**src/hw/soc_settings.svh**
```systemverilog
// shared widths, address map and device ids for the peripheral fabric
// include wherever a module or package needs one of these values
`ifndef SOC_SETTINGS_SVH
`define SOC_SETTINGS_SVH

// word and word-address widths of the bus
`define ARCH_BITS 32
`define ADDR_BITS 30

// width of the reset stretch counter
`define RST_CNT_BITS 4

// address map, bases and sizes in words
`define DEVTBL_BASE 0
`define DEVTBL_WORDS 16
`define RAM_BASE 256
`define RAM_WORDS 256
`define INVALID_MAPSZ 1024

// ids reported in the device table
`define ID_DEVTBL 7
`define ID_RAM 1
`define ID_INVALID 0

// device table word holding the software reset bits
`define RSTCTL_WORD 15

`endif

```
**src/hw/reset_seq.sv**
```systemverilog
// system reset sequencer, stretches external and software resets
// and latches a software power-off until the next external reset
`timescale 1ns/1ps
`default_nettype none

`include "soc_settings.svh"

module reset_seq (
	input  logic clk120mhz,
	input  logic rst_p,
	input  logic rst0_i,
	input  logic rst1_i,
	output logic sys_rst_o,
	output logic poweroff_o
);

	logic [`RST_CNT_BITS-1:0] rst_cnt;
	logic poweroff_q;
	logic sw_cold;
	logic sw_warm;
	logic sw_pwroff;

	// software requests from the device table reset bits
	assign sw_cold   = rst0_i & rst1_i;
	assign sw_warm   = ~rst0_i & rst1_i;
	assign sw_pwroff = rst0_i & ~rst1_i;

	// power-off only clears under rst_p, which already reloads the counter
	always_ff @(posedge clk120mhz) begin
		if (rst_p || sw_warm || sw_cold) begin
			rst_cnt <= '1;
		end else if (rst_cnt != '0) begin
			rst_cnt <= rst_cnt - 1'b1;
		end
	end

	always_ff @(posedge clk120mhz) begin
		if (rst_p) begin
			poweroff_q <= 1'b0;
		end else if (sw_pwroff) begin
			poweroff_q <= 1'b1;
		end
	end

	assign sys_rst_o  = (rst_cnt != '0) || poweroff_q;
	assign poweroff_o = poweroff_q;

	// once latched, power-off keeps the system in reset until rst_p
	a_poweroff_holds: assert property (@(posedge clk120mhz) disable iff (rst_p)
		poweroff_q |=> (poweroff_q && sys_rst_o));

endmodule

`default_nettype wire

```
**config.mk**
```make
export PLATFORM = sky130hd
export DESIGN_NAME = reset_seq
export DESIGN_NICKNAME = d
export VERILOG_FILES = /design/src/hw/reset_seq.sv
export VERILOG_INCLUDE_DIRS = /design/src /design/src/hw
export SDC_FILE = /design/constraint.sdc
export NUM_CORES = 1
export LEC_CHECK = 0
export ABC_CLOCK_PERIOD_IN_PS = 3000
export BUFFER_PORTS_ARGS = -buffer_cell sky130_fd_sc_hd__buf_2
export CAP_MARGIN = 30
export CORE_AREA = 2 2 39 41
export CTS_CLUSTER_SIZE = 28
export DETAILED_ROUTE_END_ITERATION = 16
export DIE_AREA = 0 0 41 43
export PLACE_DENSITY = 0.45
export SLEW_MARGIN = 20
export SYNTH_ARGS = -nofsm -noshare
export SYNTH_HDL_FRONTEND = slang
export SYNTH_SLANG_ARGS = --single-unit
export TNS_END_PERCENT = 5
```
**constraint.sdc**
```tcl
create_clock -name clk120mhz -period 3 [get_ports clk120mhz]
set_input_delay 0.6 -clock clk120mhz [delete_from_list [all_inputs] [get_ports clk120mhz]]
set_output_delay 0.6 -clock clk120mhz [all_outputs]
set_load 0.1 [all_outputs]
```
# Yosys cells after proc, flatten, opt, wreduce, memory -nomap -nowiden
# Cells that the tools add are included.
dict set report totals {
  ff_bits 5
  latch_bits 0
  ram_bits 0
  mem_bits_ro 0
  mem_count 0
}
dict set report op_classes {
  n_addsub 1
  mul 0
  div_mod_pow 0
  magnitude_cmp 0
  eq_ne 0
  shifts 0
  muxes 0
  bitwise_logic 5
  n_reduce_logical 4
}
# operator count
set op_table {}
lappend op_table {{$reduce_bool 4->1} 1}
lappend op_table {{$sub 4x1->4 const B} 1}
lappend op_table {{$and 1x1->1} 3}
lappend op_table {{$logic_or 1x1->1} 3}
lappend op_table {{$not 1->1} 2}

# Longest topological paths before layout
dict set report depth {
  word_depth 4
  ltp_mapped 4
  depth_no_buf 4
}

# Least setup slack after synthesis
# OpenSTA, ideal clock, no wires.
dict set report synth_timing {
  path_kind {register to output}
  start {register poweroff_q, in the netlist poweroff_o}
  end {output sys_rst_o}
  t_arrival_ns 1.745
  required_time_ns 2.400
  slack_ns 0.655
  stages_incl_launch_ff 3
  n_path_buf 0
  cell_sequence {dfxtp_1 > inv_1 > nand2_1}
}
dict set report synth_via {
  elab_chain_cells 1
}
# element line
set synth_rtl {}
lappend synth_rtl {{start, declared} reset_seq.sv:18} ;# logic poweroff_q;
lappend synth_rtl {{start signal, assigned} reset_seq.sv:39} ;# poweroff_q <= 1'b0;
lappend synth_rtl {{start signal, assigned} reset_seq.sv:41} ;# poweroff_q <= 1'b1;
lappend synth_rtl {{$logic_or 1x1->1} reset_seq.sv:45} ;# assign sys_rst_o = (rst_cnt != '0) || poweroff_q;
lappend synth_rtl {{end, declared} reset_seq.sv:13} ;# output logic sys_rst_o,
# Every way passes these cells.

# Final worst setup path
dict set report layout_timing {
  start {register rst_cnt[0]}
  end {output sys_rst_o}
}
dict set report layout_via {
  elab_chain_cells 2
}
# element line
set layout_rtl {}
lappend layout_rtl {{start, declared} reset_seq.sv:17} ;# logic [`RST_CNT_BITS-1:0] rst_cnt;
lappend layout_rtl {{start signal, assigned} reset_seq.sv:33} ;# rst_cnt <= rst_cnt - 1'b1;
lappend layout_rtl {{$reduce_bool 4->1} reset_seq.sv:45}
lappend layout_rtl {{$logic_or 1x1->1} reset_seq.sv:45}
# Every way passes these cells.

==> results.json <==
{
  "async_flop_share": 0,
  "drv_slew": 0,
  "setup_ws_ns": 0.691,
  "power.share.combinational": 0.105,
  "drt_iter0_markers": 5,
  "fp-row-count": 14,
  "tritoncts": "built",
  "syn_area_um2": 258,
  "h-tree-depth": 1,
  "fin_crit_ns": 2.31,
  "hold_violations": 0,
  "setup_tns_ns": 0,
  "synth-edff-count": 0,
  "maxSlewHeadroom": 0.644,
  "rsz0062_at_grt": "no",
  "drt-wirelength-per-cell_um": 8.19,
  "synth_common_cells": "dfxtp_1, inv_1, nor3b_1",
  "drt_first_pass_iters": 4,
  "avgSynthCellArea_um2": 9.21,
  "crit_chain": "inv_1 > ha_1 > nor3b_1 > nand2_1 > buf_2",
  "cpPeakStageDelay_ns": 0.47,
  "diodes": 0,
  "cp.required_ns": 2.40,
  "ys_types": 15,
  "yosysTopAreaCellShare": 0.388,
  "finalInstanceArea_um2": 329,
  "dp_cells": 49,
  "place.gp.congestion": 0.636,
  "hp-class": "register to register",
  "grt_pass1_wl_um": 745,
  "fin_nets": 44,
  "regArea_um2": 100,
  "tightestPinTransition_ns": 0.532,
  "clkSinkCount": 5,
  "grt_pass1_vias": 185,
  "antenna_found_initial": 0,
  "final_cells": 53,
  "p_per_area_mw_per_mm2": 499,
  "ctsResizeCount": 0,
  "yosysMostFrequentCell": "dfxtp_1",
  "criticalPathCategory": "register to primary output",
  "core_area_mm2": 0.00138,
  "drv_cap": 0,
  "synthCells": 28,
  "clkPwrFrac": 0.464,
  "cts_root_buffer": "clkbuf_4",
  "skew_ns": 0.00158,
  "vdd_drop_max_uv": 222,
  "grt_remaining_overflow": 0,
  "p_leak_nw": 0.141,
  "ctsLongestPathBuffers": 2,
  "postCtsSetupBuffers": 0,
  "end_kind": "primary output",
  "wl_met3_um": 40,
  "synth_largest_area_cell": "dfxtp_1",
  "met1_length_um": 221,
  "start_util": 0.186,
  "drive_above_1_share": 0.216,
  "die_area_mm2": 0.00176,
  "seqPwrFrac": 0.431,
  "p_int_mw": 0.124,
  "cts_buffers": 3,
  "synth_area_leaders": "dfxtp_1, ha_1, nor3b_1",
  "multi_input_area_um2": 146,
  "wl_um": 434,
  "period_share": 0.770,
  "ys_warn_count": 0,
  "dp_hpwl_um": 335,
  "status": "finished, final reports clean",
  "fill_cells": 146,
  "die_height_um": 43,
  "start_kind": "register",
  "p_sw_frac": 0.243,
  "area_growth_pct": 27.7,
  "cp_max_fo": 5,
  "reg2reg_slack_ns": 1.64,
  "grt_max_degree": 7,
  "drc": 0,
  "ios": 6,
  "met2_length_um": 172,
  "hold_ws_ns": 0.474,
  "vias": 215,
  "synth-seq-cells": 5,
  "synthFlopType": "dfxtp_1",
  "pre_cts_slack_ns": 0.942,
  "hold_buffers": 0,
  "syn_nets": 34,
  "grt_usage": 0.0714,
  "dpl_cell_area_um2": 303,
  "fmax_mhz": 433,
  "p_switching_mw": 0.0400,
  "setup_viol": 0,
  "top_layer": "met3",
  "cp_slowest_cell": "nor3b_1",
  "fin_util": 0.238,
  "clk_latency_ns": 0.24,
  "ys_seq_area_frac": 0.388,
  "place.port_buffers": 5,
  "clk_pin_slew_ns": 0.04,
  "ant_nets": 0,
  "routed_via_density": 4.06,
  "power_mw": 0.164,
  "arrival_ns": 1.71,
  "die_w_um": 41
}
per-layer routing:
metal,up-vias,track usage
met5,-,0
met4,0,0.0600
met3,0,0.0628
met2,10,0.0719
met1,87,0.0874
li1,118,-
final timing paths:
kind / start / end / cells past startpoint
worst min register to register: poweroff_o$_SDFFE_PP0P_ / poweroff_o$_SDFFE_PP0P_ / 2
worst max-delay path: rst_cnt[0]$_SDFFE_PP1P_ / sys_rst_o / 5
worst min-delay path: poweroff_o$_SDFFE_PP0P_ / poweroff_o$_SDFFE_PP0P_ / 2
worst max register to register: rst_cnt[0]$_SDFFE_PP1P_ / rst_cnt[0]$_SDFFE_PP1P_ / 4
flip-flops by register name, indices dropped and copies added (netlist names):
signal,flops
rst_cnt,4
poweroff_o,1
layout make-up:
cell class,count,share of cell area
Tap cell,16,0.0608
Multi-Input combinational cell,20,0.445
Sequential cell,5,0.304
Clock buffer,4,0.0798
Timing Repair Buffer,5,0.0760
Inverter,3,0.0342
critical path, delay by kind of cell (launching register included):
| kind | cells | cell delay [ns] |
|---|---|---|
| AND/OR/NAND/NOR | 2 | 0.57 |
| buffers and inverters | 2 | 0.40 |
| flip-flops | 1 | 0.34 |
| adder cells (fa/ha/maj) | 1 | 0.17 |
kinds of logic (layout without fill, tap and decap cells):
family / Yosys count / count (layout) / share of synthesized area
multiplexers: 2 / 2 / 0.0777
flip-flops: 5 / 5 / 0.388
adder cells (fa/ha/maj): 2 / 2 / 0.0971
AND/OR/NAND/NOR: 12 / 12 / 0.286
buffers and inverters: 3 / 12 / 0.0437
AO/OA/AOI/OAI: 4 / 4 / 0.107
placed cells by master, fill, tap and decap left out:
cell / count
clkbuf_4: 3
ha_1: 2
o31ai_1: 1
nand2b_1: 2
nor2b_1: 1
a21oi_1: 1
nor3_1: 2
buf_2: 5
or2b_1: 1
o211ai_1: 2
nor2_1: 1
inv_1: 3
clkbuf_1: 1
nor3b_1: 3
nand2_1: 1
mux2i_1: 2
or4_1: 1
dfxtp_1: 5
power groups by stage:
stage          logic (mW)  registers [mW]  clock network [mW]
2_1_floorplan     0.00530          0.0782                   0
3_3_place_gp       0.0172          0.0720                   0
3_5_place_dp       0.0172          0.0719                   0
4_1_cts            0.0172          0.0708              0.0812
5_1_grt            0.0186          0.0710              0.0892
6_report           0.0172          0.0709              0.0763
Note: power is estimated with default switching activity, not from simulation.
