**src/hw/soc_settings.svh**
```systemverilog
// shared widths, address map and device ids for the peripheral fabric
// include wherever a module or package needs one of these values
`ifndef SOC_SETTINGS_SVH
`define SOC_SETTINGS_SVH

// word and word-address widths of the bus
`define ARCH_BITS 32
`define ADDR_BITS 30

// width of the reset stretch counter
`define RST_CNT_BITS 4

// address map, bases and sizes in words
`define DEVTBL_BASE 0
`define DEVTBL_WORDS 16
`define RAM_BASE 256
`define RAM_WORDS 256
`define INVALID_MAPSZ 1024

// ids reported in the device table
`define ID_DEVTBL 7
`define ID_RAM 1
`define ID_INVALID 0

// device table word holding the software reset bits
`define RSTCTL_WORD 15

`endif

```
**src/hw/bus_pkg.sv**
```systemverilog
// types of the peripheral bus, shared by the router, the slaves and the top
// modules import this inside their body and use scoped names on their ports
`default_nettype none

`include "soc_settings.svh"

package bus_pkg;

	typedef logic [`ARCH_BITS-1:0] word_t;
	typedef logic [`ADDR_BITS-1:0] addr_t;
	typedef logic [(`ARCH_BITS/8)-1:0] sel_t;

	// bus op codes, RSVD is the swap op of the full bus and never issued here
	typedef enum logic [1:0] {
		NOP  = 2'b00,
		WR   = 2'b01,
		RD   = 2'b10,
		RSVD = 2'b11
	} pi1_op_e;

endpackage

`default_nettype wire

```
**src/hw/devmap_pkg.sv**
```systemverilog
// slave indices of the address map and the layout of a device table entry
// used by the router for slave selection and by the device table for its words
`default_nettype none

package devmap_pkg;

	// order matches the device table, slave k owns words 2k and 2k+1
	typedef enum logic [1:0] {
		SLV_DEVTBL  = 2'd0,
		SLV_RAM     = 2'd1,
		SLV_INVALID = 2'd2
	} slave_idx_e;

	typedef struct packed {
		logic [14:0] rsvd;
		logic        useintr;
		logic [15:0] id;
	} dev_entry_s;

	// one table word, seen either as the raw bus word or as its fields
	typedef union packed {
		bus_pkg::word_t raw;
		dev_entry_s     entry;
	} dev_entry_u;

endpackage

`default_nettype wire

```
**src/hw/bus_router.sv**
```systemverilog
// combinational bus router for one master and the device table and RAM slaves
// unmapped accesses go to a built-in responder that completes at once with zero
`timescale 1ns/1ps
`default_nettype none

`include "soc_settings.svh"

module bus_router (
	input  logic              clk120mhz,
	input  bus_pkg::pi1_op_e  m_op_i,
	input  bus_pkg::addr_t    m_addr_i,
	input  bus_pkg::word_t    m_data_i,
	input  bus_pkg::sel_t     m_sel_i,
	output bus_pkg::word_t    m_data_o,
	output logic              m_rdy_o,
	output bus_pkg::pi1_op_e  s_devtbl_op_o,
	output bus_pkg::addr_t    s_devtbl_addr_o,
	output bus_pkg::word_t    s_devtbl_data_o,
	output bus_pkg::sel_t     s_devtbl_sel_o,
	input  bus_pkg::word_t    s_devtbl_data_i,
	input  logic              s_devtbl_rdy_i,
	output bus_pkg::pi1_op_e  s_ram_op_o,
	output bus_pkg::addr_t    s_ram_addr_o,
	output bus_pkg::word_t    s_ram_data_o,
	output bus_pkg::sel_t     s_ram_sel_o,
	input  bus_pkg::word_t    s_ram_data_i,
	input  logic              s_ram_rdy_i
);

	import bus_pkg::*;
	import devmap_pkg::*;

	addr_t devtbl_off;
	addr_t ram_off;
	slave_idx_e sel_idx;

	// offsets wrap below a base, so one compare per window is enough
	assign devtbl_off = m_addr_i - addr_t'(`DEVTBL_BASE);
	assign ram_off    = m_addr_i - addr_t'(`RAM_BASE);

	always_comb begin
		if (devtbl_off < addr_t'(`DEVTBL_WORDS)) begin
			sel_idx = SLV_DEVTBL;
		end else if (ram_off < addr_t'(`RAM_WORDS)) begin
			sel_idx = SLV_RAM;
		end else begin
			sel_idx = SLV_INVALID;
		end
	end

	assign s_devtbl_addr_o = devtbl_off;
	assign s_devtbl_data_o = m_data_i;
	assign s_devtbl_sel_o  = m_sel_i;
	assign s_ram_addr_o    = ram_off;
	assign s_ram_data_o    = m_data_i;
	assign s_ram_sel_o     = m_sel_i;

	// only the selected slave sees the op, the others get NOP
	always_comb begin
		s_devtbl_op_o = NOP;
		s_ram_op_o    = NOP;
		m_data_o      = '0;
		m_rdy_o       = 1'b1;
		case (sel_idx)
			SLV_DEVTBL: begin
				s_devtbl_op_o = m_op_i;
				m_data_o      = s_devtbl_data_i;
				m_rdy_o       = s_devtbl_rdy_i;
			end
			SLV_RAM: begin
				s_ram_op_o = m_op_i;
				m_data_o   = s_ram_data_i;
				m_rdy_o    = s_ram_rdy_i;
			end
			// invalid device, zero data and immediate rdy
			default: begin
				m_data_o = '0;
				m_rdy_o  = 1'b1;
			end
		endcase
	end

	// the swap op has no slave support in this fabric
	a_no_swap: assert property (@(posedge clk120mhz) m_op_i != RSVD);

endmodule

`default_nettype wire

```
**config.mk**
```make
export PLATFORM = sky130hd
export DESIGN_NAME = bus_router
export DESIGN_NICKNAME = d
export VERILOG_FILES = /design/src/hw/bus_pkg.sv /design/src/hw/devmap_pkg.sv /design/src/hw/bus_router.sv
export VERILOG_INCLUDE_DIRS = /design/src /design/src/hw
export SDC_FILE = /design/constraint.sdc
export NUM_CORES = 1
export LEC_CHECK = 0
export ABC_AREA = 1
export BUFFER_PORTS_ARGS = -buffer_cell sky130_fd_sc_hd__clkbuf_2
export CORE_AREA = 2 2 118 120
export DETAILED_ROUTE_END_ITERATION = 6
export DIE_AREA = 0 0 120 122
export SETUP_SLACK_MARGIN = 0.2
export SYNTH_ARGS = -nofsm -noshare
export SYNTH_HDL_FRONTEND = slang
export SYNTH_SLANG_ARGS = --single-unit
```
**constraint.sdc**
```tcl
create_clock -name vclk -period 4.6
set_clock_uncertainty 0.05 [all_clocks]
set_input_delay 0.23 -clock vclk [all_inputs]
set_output_delay 0.23 -clock vclk [all_outputs]
set_load 0.02 [all_outputs]
```
# Word-level counts from Yosys, hierarchy flattened
# Index checks and enable logic that the tools add are counted.
# Widths: inputs -> output; s select.
# word_totals
ff_bits	0
in_bits	135
output_inout_bits	169
# op_classes
n_addsub	1
order_cmp	2
n_eq_ne	1
mux	6
n_reduce_logical	1
# op_table
operator	n
$pmux 32 s2	1
$lt 30x5->1 const B	1
$lt 30x9->1 const B	1
$sub 30x9->30 const B	1
$mux 2	4
$eq 2x1->1 const B	1
$logic_not 2->1	1
$pmux 1 s2	1

# Logic depth before layout (Yosys ltp)
# logic_depth
word_depth	6
depth_mapped	15

# Worst setup path before layout
# Ideal clock, no wire load.
# synth_path
path_kind	input port to output port
startpoint	in m_addr_i[8]
endpoint	out s_ram_op_o[0]
arrival_time_ns	2.120
path_slack_ns	2.200
stages	12
cell_sequence	inv_1 ha_1 nand2_4 nor2_8 nand2_2 o21ai_1 nand2_1 nor2_1 and2_4 buf_12 nand2_1 nor2_1
# synth_between
elab_chain_len	6
elab_cells_between_ends	7
cone_classes	add/sub: 1; order compare: 2; eq/ne: 1; mux: 3
# synth_lines
item	line	source
from (decl)	bus_router.sv:11	input bus_pkg::addr_t m_addr_i,
$sub 30x9->30	bus_router.sv:39	assign ram_off = m_addr_i - addr_t'(`RAM_BASE);
via s_ram_addr_o[28]	bus_router.sv:23	output bus_pkg::addr_t s_ram_addr_o,
$lt 30x9->1	bus_router.sv:44	end else if (ram_off < addr_t'(`RAM_WORDS)) begin
$mux 2	bus_router.sv:44	
$mux 2	bus_router.sv:42	if (devtbl_off < addr_t'(`DEVTBL_WORDS)) begin
$eq 2x1->1	bus_router.sv:64	case (sel_idx)
$mux 2	bus_router.sv:64	
to (decl)	bus_router.sv:22	output bus_pkg::pi1_op_e s_ram_op_o,
# The timed path passes the listed nets, and every way through them passes these cells.

# Final worst setup path
# layout_path
startpoint	in m_addr_i[8]
endpoint	out m_data_o[14]
# layout_between
elab_chain_len	6
elab_cells_between_ends	8
cone_classes	add/sub: 1; order compare: 2; eq/ne: 1; mux: 3; reduce/logical: 1
# layout_lines
item	line	source
$sub 30x9->30	bus_router.sv:39	
$lt 30x9->1	bus_router.sv:44	
$mux 2	bus_router.sv:44	
$mux 2 (*)	bus_router.sv:42	
$eq 2x1->1 or $logic_not 2->1 (tied branches)	bus_router.sv:64	
$pmux 32 s2 (*)	bus_router.sv:64	
to (decl)	bus_router.sv:14	output bus_pkg::word_t m_data_o,
# Mark *: on every way between the ends. The rest lies on a longest branch, timed or not.

==> flow_metrics.py <==
metrics = {
    "critical_path": {
        "path_max_fanout": 32,
        "worstPathCellList": "clkbuf_2, inv_1, ha_1, nand3_1, inv_1, nand2_1, nor3_1, nand2_1, inv_1, nand2_1, nand2_1, clkbuf_2",
        "cpMostUsedCell": "nand2_1",
        "path_delay_family": "buffers and inverters",
        "cp-startpoint": "m_addr_i[8]",
        "crit_type": "in -> out",
        "cpPeakStageDelay_ns": 0.75,
        "end_kind": "output port",
        "crit_slowest_cell": "inv_1",
        "worstPathRequired_ns": 4.32,
        "cp.arrival_ns": 2.89,
        "path_buf_inv": 5,
        "startpoint_type": "input pin",
    },
    "global_routing": {
        "grt_util_all_layers_pct": 8.694,
        "grt_overflow": 0,
        "grt_max_degree": 35,
        "antenna_found_initial": 0,
        "grt_pass1_vias": 2036,
        "grt_pass1_wl_um": 10340,
    },
    "placed_design": {
        "place_ws_ns": 1.381,
        "gp_congestion": 0.8112,
        "place_area_um2": 2675,
        "io_buffers": 183,
        "hpwl_um": 6536,
    },
    "finish": {
        "nClkBuffers": 0,
        "nets": 608,
        "postLayoutCoreUtil_pct": 19.81,
        "fin_area_um2": 2675,
        "drive_gt1_share_pct": 53.21,
        "seq_cells": 0,
        "syn2layout_area_growth_pct": 6.527,
        "antenna_cells": 0,
        "seq_area_um2": 0,
    },
    "synthesis": {
        "syn_area_per_cell_um2": 6.200,
        "synth_cell_types": 27,
        "yosysWarnings": 0,
        "yosysSeqAreaShare_pct": 0,
        "syn-cell-area_um2": 2511,
        "syn_nets": 543,
        "postSynthCellCount": 405,
    },
    "floorplan": {
        "die_area_um2": 14640,
        "coreArea_um2": 13500,
        "start_util_pct": 18.60,
        "fp.dieW_um": 120,
        "ios": 304,
        "die_h_um": 122,
        "rows": 43,
    },
    "timing": {
        "report.final.setup_viol": 0,
        "fin_ws_ns": 1.434,
        "slew_violations": 0,
        "rsz0062_at_grt": "no",
        "min_period_ns": 3.166,
        "timing.slew.headroom_pct": 36.69,
        "worst_slew_pin_slew_ns": 0.9486,
        "hold_viol_final": 0,
        "period_share_pct": 68.83,
        "achievable-frequency_mhz": 315.8,
        "setup_tns_ns": 0,
    },
    "routing": {
        "drtPass1Iterations": 4,
        "post_drt_wl_per_cell_um": 11.37,
        "via_per_inst": 3.826,
        "postRouteAntennaNets": 0,
        "drc_errors": 0,
        "first_iter_violations": 56,
        "wirelength_um": 7370,
        "num_vias": 2479,
    },
    "power": {
        "p_int_mw": 0.05953,
        "ir_worst_vdd_mv": 0.03036,
        "power_density_nw_per_um2": 60.51,
        "pwr-share-comb_pct": 100.0,
        "pwr-share-seq_pct": 0,
        "leakage_nw": 1.663,
        "sw_frac_of_total_pct": 63.22,
        "switching_power_mw": 0.1023,
        "clkPwrFrac_pct": 0,
    },
    "clock_tree": {
        "cts_resized": 0,
        "ctsHoldBuffers": 0,
        "cts_setup_buffers": 0,
    },
    "flow_run": {
        "cap_violations": 0,
    },
    "min_path": {
        "hold_end": "s_devtbl_data_o[11]",
        "whs_path_depth": 0,
        "hp-class": "in -> out",
        "hold_start": "m_data_i[11]",
    },
    "run_status": {
        "outcome": "complete, no violations",
    },
}
-- how the worst max path moves through the flow --
stage                     to  depth (start not counted)
6_report        m_data_o[14]                         12
5_1_grt         m_data_o[14]                         12
4_1_cts         m_data_o[14]                         12
3_5_place_dp    m_data_o[14]                         12
3_3_place_gp    m_data_o[14]                         12
2_1_floorplan  s_ram_op_o[0]                         12
-- stage by stage --
stage | hold slack [ns] | power, mW | std cells
final | 0.4100 | 0.1619 | 648
after global placement | 0.4102 | 0.1630 | 648
after global routing | 0.4100 | 0.1766 | 648
after CTS | 0.4102 | 0.1645 | 648
after detailed placement | 0.4102 | 0.1637 | 648
after floorplan | 0.5226 | 0.2022 | 405
-- layout by cell type, fill, tap and decap left out, types with 3 or more instances in the layout --
cell type	instances
nand3_2	33
o21ai_1	3
nand2_2	5
nor2_4	5
nand4_1	3
inv_2	3
clkbuf_2	183
inv_1	36
nand2_1	119
nand2_4	4
nor2_8	3
ha_1	3
nor2_2	9
nor2_1	30
nand3_1	17
-- cells in the mapped netlist --
library cell	count	area, um^2
o31ai_1	1	7.510
inv_2	3	11.26
nand2_4	4	45.04
inv_1	36	135.1
xnor2_1	1	8.760
nor2_4	5	56.30
nor3_4	1	16.27
a21oi_2	1	8.760
nor3_1	2	10.01
nand2_1	119	446.7
nand3_2	33	330.3
buf_12	7	140.1
o21bai_1	1	7.510
or2_2	1	6.260
nand4_1	3	18.77
nand2_2	5	31.28
nand3_1	17	85.08
clkinv_1	1	3.750
nor2_1	30	112.6
o21ai_1	3	15.01
ha_1	3	37.54
nor2_8	3	60.06
clkbuf_1	3	11.26
nor2_2	9	56.30
and2_4	1	8.760
buf_4	110	825.8
nand3b_1	2	15.01
-- metal layers --
metal,vias up,GRT usage [%],share of wire [%]
li1,1269,-,-
met4,0,1.029,0.88
met2,155,15.34,48
met1,1042,9.978,38
met3,13,3.839,13
met5,-,0,0
-- cell families after synthesis --
kind of cell / after synthesis / synth area share [%]
compound gates: 6 / 1.545
fa+ha+maj: 3 / 1.495
xor+xnor: 1 / 0.3488
simple gates: 235 / 51.72
buf+inv: 160 / 44.89
-- area by class of cell --
type                            instances  area, um^2
Fill cell                            1583       10830
Multi-Input combinational cell        245        1384
Timing Repair Buffer                  183       915.9
Tap cell                              180       225.2
Inverter                               40       150.1
-- power groups by stage --
stage | Sequential [mW] | Clock, mW | Combinational [mW]
floorplan | 0 | 0 | 0.202
global placement | 0 | 0 | 0.163
detailed placement | 0 | 0 | 0.164
CTS | 0 | 0 | 0.164
global route | 0 | 0 | 0.177
finish | 0 | 0 | 0.162
Power figures use the tool's default switching activity.
