<file path="src/hw/soc_settings.svh">
// shared widths, address map and device ids for the peripheral fabric
// include wherever a module or package needs one of these values
`ifndef SOC_SETTINGS_SVH
`define SOC_SETTINGS_SVH

// word and word-address widths of the bus
`define ARCH_BITS 32
`define ADDR_BITS 30

// width of the reset stretch counter
`define RST_CNT_BITS 4

// address map, bases and sizes in words
`define DEVTBL_BASE 0
`define DEVTBL_WORDS 16
`define RAM_BASE 256
`define RAM_WORDS 256
`define INVALID_MAPSZ 1024

// ids reported in the device table
`define ID_DEVTBL 7
`define ID_RAM 1
`define ID_INVALID 0

// device table word holding the software reset bits
`define RSTCTL_WORD 15

`endif

</file>
<file path="src/hw/bus_pkg.sv">
// types of the peripheral bus, shared by the router, the slaves and the top
// modules import this inside their body and use scoped names on their ports
`default_nettype none

`include "soc_settings.svh"

package bus_pkg;

	typedef logic [`ARCH_BITS-1:0] word_t;
	typedef logic [`ADDR_BITS-1:0] addr_t;
	typedef logic [(`ARCH_BITS/8)-1:0] sel_t;

	// bus op codes, RSVD is the swap op of the full bus and never issued here
	typedef enum logic [1:0] {
		NOP  = 2'b00,
		WR   = 2'b01,
		RD   = 2'b10,
		RSVD = 2'b11
	} pi1_op_e;

endpackage

`default_nettype wire

</file>
<file path="src/hw/devmap_pkg.sv">
// slave indices of the address map and the layout of a device table entry
// used by the router for slave selection and by the device table for its words
`default_nettype none

package devmap_pkg;

	// order matches the device table, slave k owns words 2k and 2k+1
	typedef enum logic [1:0] {
		SLV_DEVTBL  = 2'd0,
		SLV_RAM     = 2'd1,
		SLV_INVALID = 2'd2
	} slave_idx_e;

	typedef struct packed {
		logic [14:0] rsvd;
		logic        useintr;
		logic [15:0] id;
	} dev_entry_s;

	// one table word, seen either as the raw bus word or as its fields
	typedef union packed {
		bus_pkg::word_t raw;
		dev_entry_s     entry;
	} dev_entry_u;

endpackage

`default_nettype wire

</file>
<file path="src/hw/dev_table.sv">
// device table slave, reports id, interrupt use and map size of each slave
// and holds the two software reset bits in the reset control word
`timescale 1ns/1ps
`default_nettype none

`include "soc_settings.svh"

module dev_table (
	input  logic             clk120mhz,
	input  logic             sys_rst_i,
	input  bus_pkg::pi1_op_e op_i,
	input  bus_pkg::addr_t   addr_i,
	input  bus_pkg::word_t   data_i,
	input  bus_pkg::sel_t    sel_i,
	output bus_pkg::word_t   data_o,
	output logic             rdy_o,
	output logic             rst0_o,
	output logic             rst1_o
);

	import bus_pkg::*;
	import devmap_pkg::*;

	// two words per slave, entry first, then map size
	localparam int unsigned ENTRY_WORDS = 2 * (int'(SLV_INVALID) + 1);

	logic rst0_q;
	logic rst1_q;
	slave_idx_e slv;
	dev_entry_u ent;

	function automatic logic [15:0] id_of(slave_idx_e k);
		case (k)
			SLV_DEVTBL: return 16'(`ID_DEVTBL);
			SLV_RAM:    return 16'(`ID_RAM);
			default:    return 16'(`ID_INVALID);
		endcase
	endfunction

	function automatic word_t mapsz_of(slave_idx_e k);
		case (k)
			SLV_DEVTBL: return word_t'(`DEVTBL_WORDS);
			SLV_RAM:    return word_t'(`RAM_WORDS);
			default:    return word_t'(`INVALID_MAPSZ);
		endcase
	endfunction

	assign slv = slave_idx_e'(addr_i[2:1]);

	always_comb begin
		ent.raw = '0;
		ent.entry.id = id_of(slv);
		// no interrupt source is present, useintr stays zero
		ent.entry.useintr = 1'b0;
		if (addr_i < addr_t'(ENTRY_WORDS)) begin
			data_o = addr_i[0] ? mapsz_of(slv) : ent.raw;
		end else if (addr_i == addr_t'(`RSTCTL_WORD)) begin
			data_o = {{(`ARCH_BITS-2){1'b0}}, rst1_q, rst0_q};
		end else begin
			data_o = '0;
		end
	end

	// every access completes in the cycle it is presented
	assign rdy_o = 1'b1;

	always_ff @(posedge clk120mhz) begin
		if (sys_rst_i) begin
			rst0_q <= 1'b0;
			rst1_q <= 1'b0;
		end else if (op_i == WR && addr_i == addr_t'(`RSTCTL_WORD) && sel_i[0]) begin
			rst0_q <= data_i[0];
			rst1_q <= data_i[1];
		end
	end

	assign rst0_o = rst0_q;
	assign rst1_o = rst1_q;

endmodule

`default_nettype wire

</file>
<file path="config.mk">
export PLATFORM = sky130hd
export DESIGN_NAME = dev_table
export DESIGN_NICKNAME = d
export VERILOG_FILES = /design/src/hw/bus_pkg.sv /design/src/hw/devmap_pkg.sv /design/src/hw/dev_table.sv
export VERILOG_INCLUDE_DIRS = /design/src /design/src/hw
export SDC_FILE = /design/constraint.sdc
export NUM_CORES = 1
export LEC_CHECK = 0
export BUFFER_PORTS_ARGS = -buffer_cell sky130_fd_sc_hd__buf_2
export CORE_MARGIN = 2
export CORE_UTILIZATION = 20
export DETAILED_ROUTE_END_ITERATION = 10
export PLACE_DENSITY = 0.76
export SYNTH_ARGS = -nofsm -noshare
export SYNTH_HDL_FRONTEND = slang
export SYNTH_SLANG_ARGS = --single-unit
</file>
<file path="constraint.sdc">
create_clock -name clk120mhz -period 1.98 [get_ports clk120mhz]
set_input_delay 0.495 -clock clk120mhz [delete_from_list [all_inputs] [get_ports clk120mhz]]
set_output_delay 0.495 -clock clk120mhz [all_outputs]
set_load 0.02 [all_outputs]
</file>
# Word level (Yosys, flattened, before mapping)
# Index checks and enable logic that the tools add are counted.
word_totals:
  register_bits: 2
  elab_cells: 14
  input_bits: 70
op_classes:
  n_reduce_logical: 3
  mux: 5
  eq_ne: 3
  order_cmp: 1
ops:
  columns: ["cell", "count"]
  rows:
  - ["two-way mux 32 bit", 2]
  - ["equality test 30 x 4 -> 1 bit (second input constant)", 1]
  - ["< comparator 30 x 3 -> 1 bit (second input constant)", 1]
  - ["one-hot mux 11 bit (2 select lines)", 1]
  - ["one-hot mux 3 bit (2 select lines)", 1]
  - ["equality test 2 x 1 -> 1 bit (second input constant)", 2]
  - ["logical AND 1 bit", 2]
  - ["logical NOT 2 bit", 1]
  - ["two-way mux 2 bit", 1]

# Depth between registers and ports, before layout
# Gate-level depths: netlist of run 1.
logic_depth:
  ltp_word: 4
  mapped_depth: 5
  mapped_depth_nobuf: 4

# Worst setup path before layout of run 1
# No wires, ideal clock.
synth_path:
  path_kind: "input to output"
  from: "input addr_i[27]"
  to: "output data_o[10]"
  arrival_ns: 1.925
  stages: 5
  setup_slack_ns: -0.440
  path_cell_list: "nor4_1 -> nand4_1 -> or2_1 -> buf_6 -> nor4_1"
synth_via:
  elab_chain_len: 2
synth_lines:
  columns: ["element", "line", "text"]
  rows:
  - ["from (decl)", "dev_table.sv:12", "input bus_pkg::addr_t addr_i,"]
  - ["< comparator 30 x 3 -> 1 bit", "dev_table.sv:55", "if (addr_i < addr_t'(ENTRY_WORDS)) begin"]
  - ["two-way mux 32 bit", "dev_table.sv:55", null]
  - ["to (decl)", "dev_table.sv:15", "output bus_pkg::word_t data_o,"]
# No other way between the ends.

# Worst setup path after layout of run 1
layout_path:
  from: "input addr_i[4]"
  to: "output data_o[8]"
# The elaborated chain is that of the path after synthesis.

==> impl_metrics.ini, run 1 <==
[yosys]
synth_common_cells = buf_4 (27), nor4_1 (8), nand2b_1 (5)
synth_top_cell_by_area = buf_4
yosys-top-cells-area = buf_4 (44%), nor4_1 (11%), dfxtp_1 (8.7%), nand2b_1 (6.8%), mux2i_1 (4.4%)
async_flop_share_pct = 0
ys_ff_latch = 2
yosysTopAreaCellShare_pct = 44.1
synth_warnings = 0
avgSynthCellArea_um2 = 7.29
ys.flop_type = dfxtp_1
synth_most_common_cell = buf_4
ys_seq_area_share_pct = 8.72
syn_area_um2 = 459
synth_edf_count = 0
synthDistinctLibCells = 19
synthCells = 63

[critical_path]
rr_startpoint = rst0_o$_SDFFE_PP0P_
critPathMaxFanout = 4
start_kind = input pin
rrSetupSlack_ps = 1370
worst_r2r_path_depth = 2
worstSetupEndpointType = output pin
arrival_ps = 1760
critPathKind = in -> out
worstPathRequired_ps = 1480
reg2reg_to = rst0_o$_SDFFE_PP0P_

[routing]
antenna_left = 0
wl_per_cell_um = 10.5
dr.pass1.iters = 3
drc_errors = 0
wl_um = 1480
drt_first_iter_violations = 3
via_count = 564
via_per_inst = 4.00

[timing]
finalHoldViolCount = 0
rsz0062_at_grt = yes
setup_viol = 6
fin_skew_ps = 0
fmax_mhz = 444
layout_min_cycle_time_ps = 2250
fin_ws_ps = -274
period_share_pct = 114
slew_viol_final = 0

[placement]
io_buffers = 44
gp_congestion = 0.544
place_hpwl_um = 1120

[clock_tree]
cts_tree = done
cts_made_buffers = 3
clk_latency_ps = 220
cts.clk_slew.worst_paths_ps = 30
cts.sinks = 2
cts.htree.levels = 1
clock-root-buffer = clkbuf_4
ctsHoldBuffers = 0
clockBufferDepth = 2

[power_and_ir_drop]
p_leak_nw = 0.416
vdd.ir_drop.worst_uv = 265
power.total_mw = 0.265
power.density_mw_per_mm2 = 296

[layout]
finish.utilization_pct = 40.9
finalNetCount = 185
area_growth_pct = 95.1
drive_gt1_share_pct = 58.4
n_antenna_cell = 0

[grt]
grt_pass1_vias = 500
gr-total-overflow = 0
grt_pass1_wl_um = 1950
track_usage_pct = 9.73
antenna_found_initial = 0
grt_max_degree = 6

[min_path]
worstHoldPathCells = 2
hp-class = reg -> reg
hold_end = rst1_o$_SDFFE_PP0P_
hp-start = rst1_o$_SDFFE_PP0P_

[floorplanning]
die_width_um = 51.9
dieArea_mm2 = 0.00270
start_util_pct = 21.0
core_area_mm2 = 0.00219
chipHeight_um = 51.9
rows = 17
io_pins = 105

[outcome]
failed_checks = negative setup slack
status = complete, but fails checks

[run]
maxCapViolations = 0
-- area by class of cell --
cell class	instances	area, um^2
fill	213	1290
multi-input combinational	57	440
timing repair buffer	50	354
sequential	2	40.0
tap	28	35.0
clock buffer	3	22.5
inverter	1	3.75
-- worst max-delay path: stages --
cell	delay, ps
buf_6	100
nor4_4	260
nand4_1	150
or2_4	300
nor4b_4	280
buf_4	180
-- where the power goes --
group	switching, mW	internal, mW
sequential	0.00000000000535	0.0406
clock	0.0230	0.0669
combinational	0.0833	0.0512
total	0.106	0.159
-- logic make-up (layout without fill, tap and decap cells) --
kind of cell	Yosys count	count (layout)	synth area share [%]
AND/OR/NAND/NOR	26	26	35.7
other	2	27	1.64
AO/OA/AOI/OAI	2	2	2.18
flip-flops	2	2	8.72
multiplexers	2	2	4.36
buffers and inverters	29	54	47.4
-- placed cells by master, fill, tap and decap left out --
master	Yosys	layout
nand2b_1	5	5
nand2_1	1	1
nor2_4	0	1
mux2i_1	2	2
nor3_1	2	2
buf_6	1	13
nand3_1	1	1
nor4b_4	0	1
nor4_4	0	8
inv_1	1	1
dfxtp_1	2	2
buf_2	0	28
clkbuf_4	0	3
buf_4	27	9
a21oi_2	0	1
nand4_1	1	1
or4_1	1	1
or2_4	0	1
nand4b_1	1	1
a21oi_1	2	1
nor2_2	0	1
nor2_1	3	1
and4_1	1	1
conb_1	2	27
-- timing repair --
item	4_1_cts	5_1_grt
resized for setup	14	12
gates cloned	0	0
endpoints found under the setup margin	6	6
pin swaps	6	8
setup buffers	0	1
-- per-layer routing --
metal  GRT usage, %  share of wire (%)  routed length, um  vias up
met5              0                  0                  0        -
met4           5.26                1.1                 16        0
met3           2.59                9.6                143        2
met2           19.0                 59                881       40
met1           8.90                 30                443      256
li1               -                  -                  -      266
-- metrics by stage --
stage               instances  setup TNS [ps]  hold WS, ps  worst slack, ps  instance area [um^2]
floorplan                  88            -429          557             -132                   664
global placement          137           -1970          484             -371                   743
detailed placement        137           -2000          490             -369                   743
CTS                       140           -1440          496             -267                   817
global route              141           -1730          531             -318                   896
finish                    141           -1350          494             -274                   896
-- sequential cells by signal, indices dropped and copies added, names as in the netlist --
register / cells
rst1_o: 1
rst0_o: 1
-- worst max-delay path by stage --
stage,startpoint,to,cells after the start
after detailed placement,addr_i[15],data_o[8],6
after global placement,addr_i[15],data_o[8],6
after CTS,addr_i[14],data_o[8],6
after global routing,addr_i[4],data_o[8],6
after floorplan,addr_i[25],data_o[8],5
final,addr_i[4],data_o[8],6
Power figures use the tool's default switching activity.
==> inputs of run 2 (changes only) <==
--- a/config.mk
+++ b/config.mk
@@ -8,9 +8,9 @@
 export LEC_CHECK = 0
 export BUFFER_PORTS_ARGS = -buffer_cell sky130_fd_sc_hd__buf_2
 export CORE_MARGIN = 2
-export CORE_UTILIZATION = 20
+export CORE_UTILIZATION = 22
 export DETAILED_ROUTE_END_ITERATION = 10
-export PLACE_DENSITY = 0.76
+export PLACE_DENSITY = 0.79
 export SYNTH_ARGS = -nofsm -noshare
 export SYNTH_HDL_FRONTEND = slang
 export SYNTH_SLANG_ARGS = --single-unit
==> constraint.sdc (replaced) <==
create_clock -name clk120mhz -period 2.2 [get_ports clk120mhz]
set_input_delay 0.55 -clock clk120mhz [delete_from_list [all_inputs] [get_ports clk120mhz]]
set_output_delay 0.55 -clock clk120mhz [all_outputs]
set_load 0.02 [all_outputs]
==> run 2 against run 1 <==
  * The flow still finishes with violations (negative setup slack)
  * Clock power down 9.5%
  * Hold slack better by 22 ps
  * Design area down 0.14%
  * Critical path depth unchanged
==> impl_metrics.ini, run 2 (synthesized netlist as in run 1, its figures left out) <==
[power_and_ir_drop]
p_sw_share_pct = 40.6
switching_power_mw = 0.0923
power.density_mw_per_mm2 = 254
power.combinational.fraction_pct = 48.1
power.total_mw = 0.227
internal_power_mw = 0.135
p_leak_nw = 0.433
seqPwrFrac_pct = 16.1
p_clk_share_pct = 35.8
vdd.ir_drop.worst_uv = 177

[layout]
fillers = 201
seqCellArea_um2 = 40.0
n_antenna_cell = 0
layout_commonest_cell = buf_2
multi_input_area_um2 = 435
finalNetCount = 189
area_growth_pct = 94.8
layout_common_cells = buf_2 (32), conb_1 (27), buf_4 (13)
postLayoutCellArea_um2 = 895
finish.utilization_pct = 45.6
drive_gt1_share_pct = 61.5

[routing]
via_per_inst = 3.99
dr.pass1.iters = 4
drt_first_iter_violations = 6
via_count = 574
antenna_left = 0
wl_per_cell_um = 10.3
wl_um = 1490
drc_errors = 0

[timing]
layout_min_cycle_time_ps = 2330
finalHoldViolCount = 0
slew_viol_final = 0
fin_hold_ws_ps = 516
period_share_pct = 106
rsz0062_at_grt = yes
fin_ws_ps = -134
setup_viol = 6
fin_skew_ps = 0
fmax_mhz = 429

[grt]
grt_pass1_vias = 553
track_usage_pct = 12.8
grt_pass1_wl_um = 2350
gr-total-overflow = 0
grt_max_degree = 7
antenna_found_initial = 0

[critical_path]
critPathMaxFanout = 5
arrival_ps = 1780
critPathKind = in -> out
max_stage_delay_ps = 310
worstPathCellList = buf_2 -> nor4_2 -> nand3_2 -> or2_4 -> nor4b_4 -> buf_4
slowest_stage = or2_4
start_kind = input pin
worstSetupEndpointType = output pin
worstPathRequired_ps = 1650

[clock_tree]
clk_latency_ps = 220
cts.clk_slew.worst_paths_ps = 30
cts.htree.levels = 1
cts.sinks = 2
clockBufferDepth = 2
cts_made_buffers = 3
cts_tree = done
clock-root-buffer = clkbuf_4

[outcome]
failed_checks = negative setup slack
status = complete, but fails checks

[run]
maxCapViolations = 0

[placement]
gp_congestion = 0.577
io_buffers = 44
place_hpwl_um = 1140
place_area_um2 = 702

[floorplanning]
rows = 16
dieArea_mm2 = 0.00247
chipHeight_um = 49.7
io_pins = 105
core_area_mm2 = 0.00196
start_util_pct = 23.4
die_width_um = 49.7

[min_path]
hp-class = reg -> reg
run 2: final timing paths:
| check | slack, ps | to | startpoint | depth (start not counted) |
|---|---|---|---|---|
| max | -130 | data_o[8] | addr_i[15] | 6 |
| min | 520 | rst1_o$_SDFFE_PP0P_ | rst1_o$_SDFFE_PP0P_ | 2 |
| max reg2reg | 1570 | rst0_o$_SDFFE_PP0P_ | rst0_o$_SDFFE_PP0P_ | 2 |
| min reg2reg | 520 | rst1_o$_SDFFE_PP0P_ | rst1_o$_SDFFE_PP0P_ | 2 |
run 2: power groups by stage:
stage | clock (mW) | combinational, mW | sequential, mW
6_report | 0.0814 | 0.109 | 0.0366
5_1_grt | 0.0910 | 0.118 | 0.0365
4_1_cts | 0.0866 | 0.107 | 0.0365
3_5_place_dp | 0 | 0.0988 | 0.0370
3_3_place_gp | 0 | 0.0968 | 0.0370
2_1_floorplan | 0 | 0.0898 | 0.0370
run 2: per-stage QoR:
stage               setup TNS [ps]  setup WS, ps  cells
global placement             -1060          -235    133
floorplan                     -171         -78.4     88
CTS                           -865          -171    143
detailed placement           -1270          -260    133
finish                        -586          -134    144
global route                  -967          -210    144
run 2: layer usage:
layer | routed length, um | global-route usage [%] | vias up
li1 | - | - | 273
met1 | 466 | 11.6 | 254
met2 | 857 | 26.2 | 47
met3 | 160 | 2.73 | 0
met4 | 0 | 5.56 | 0
met5 | 0 | 0 | -
run 2: cell type report:
class	instances	area share [%]
Multi-Input combinational cell	57	48.7
Clock buffer	3	2.52
Inverter	1	0.420
Timing Repair Buffer	54	40.1
Sequential cell	2	4.48
Tap cell	27	3.78
run 2: worst max-delay path: cells and delay by family:
kind	cells	cell delay, ps
buffers and inverters	2	270
AND/OR/NAND/NOR	4	950
run 2: repair_timing:
action | 4_1_cts | 5_1_grt
pin swaps | 6 | 6
hold buffers | 0 | 0
endpoints found under the setup margin | 6 | 8
gates resized for setup | 21 | 4
setup buffers | 7 | 2
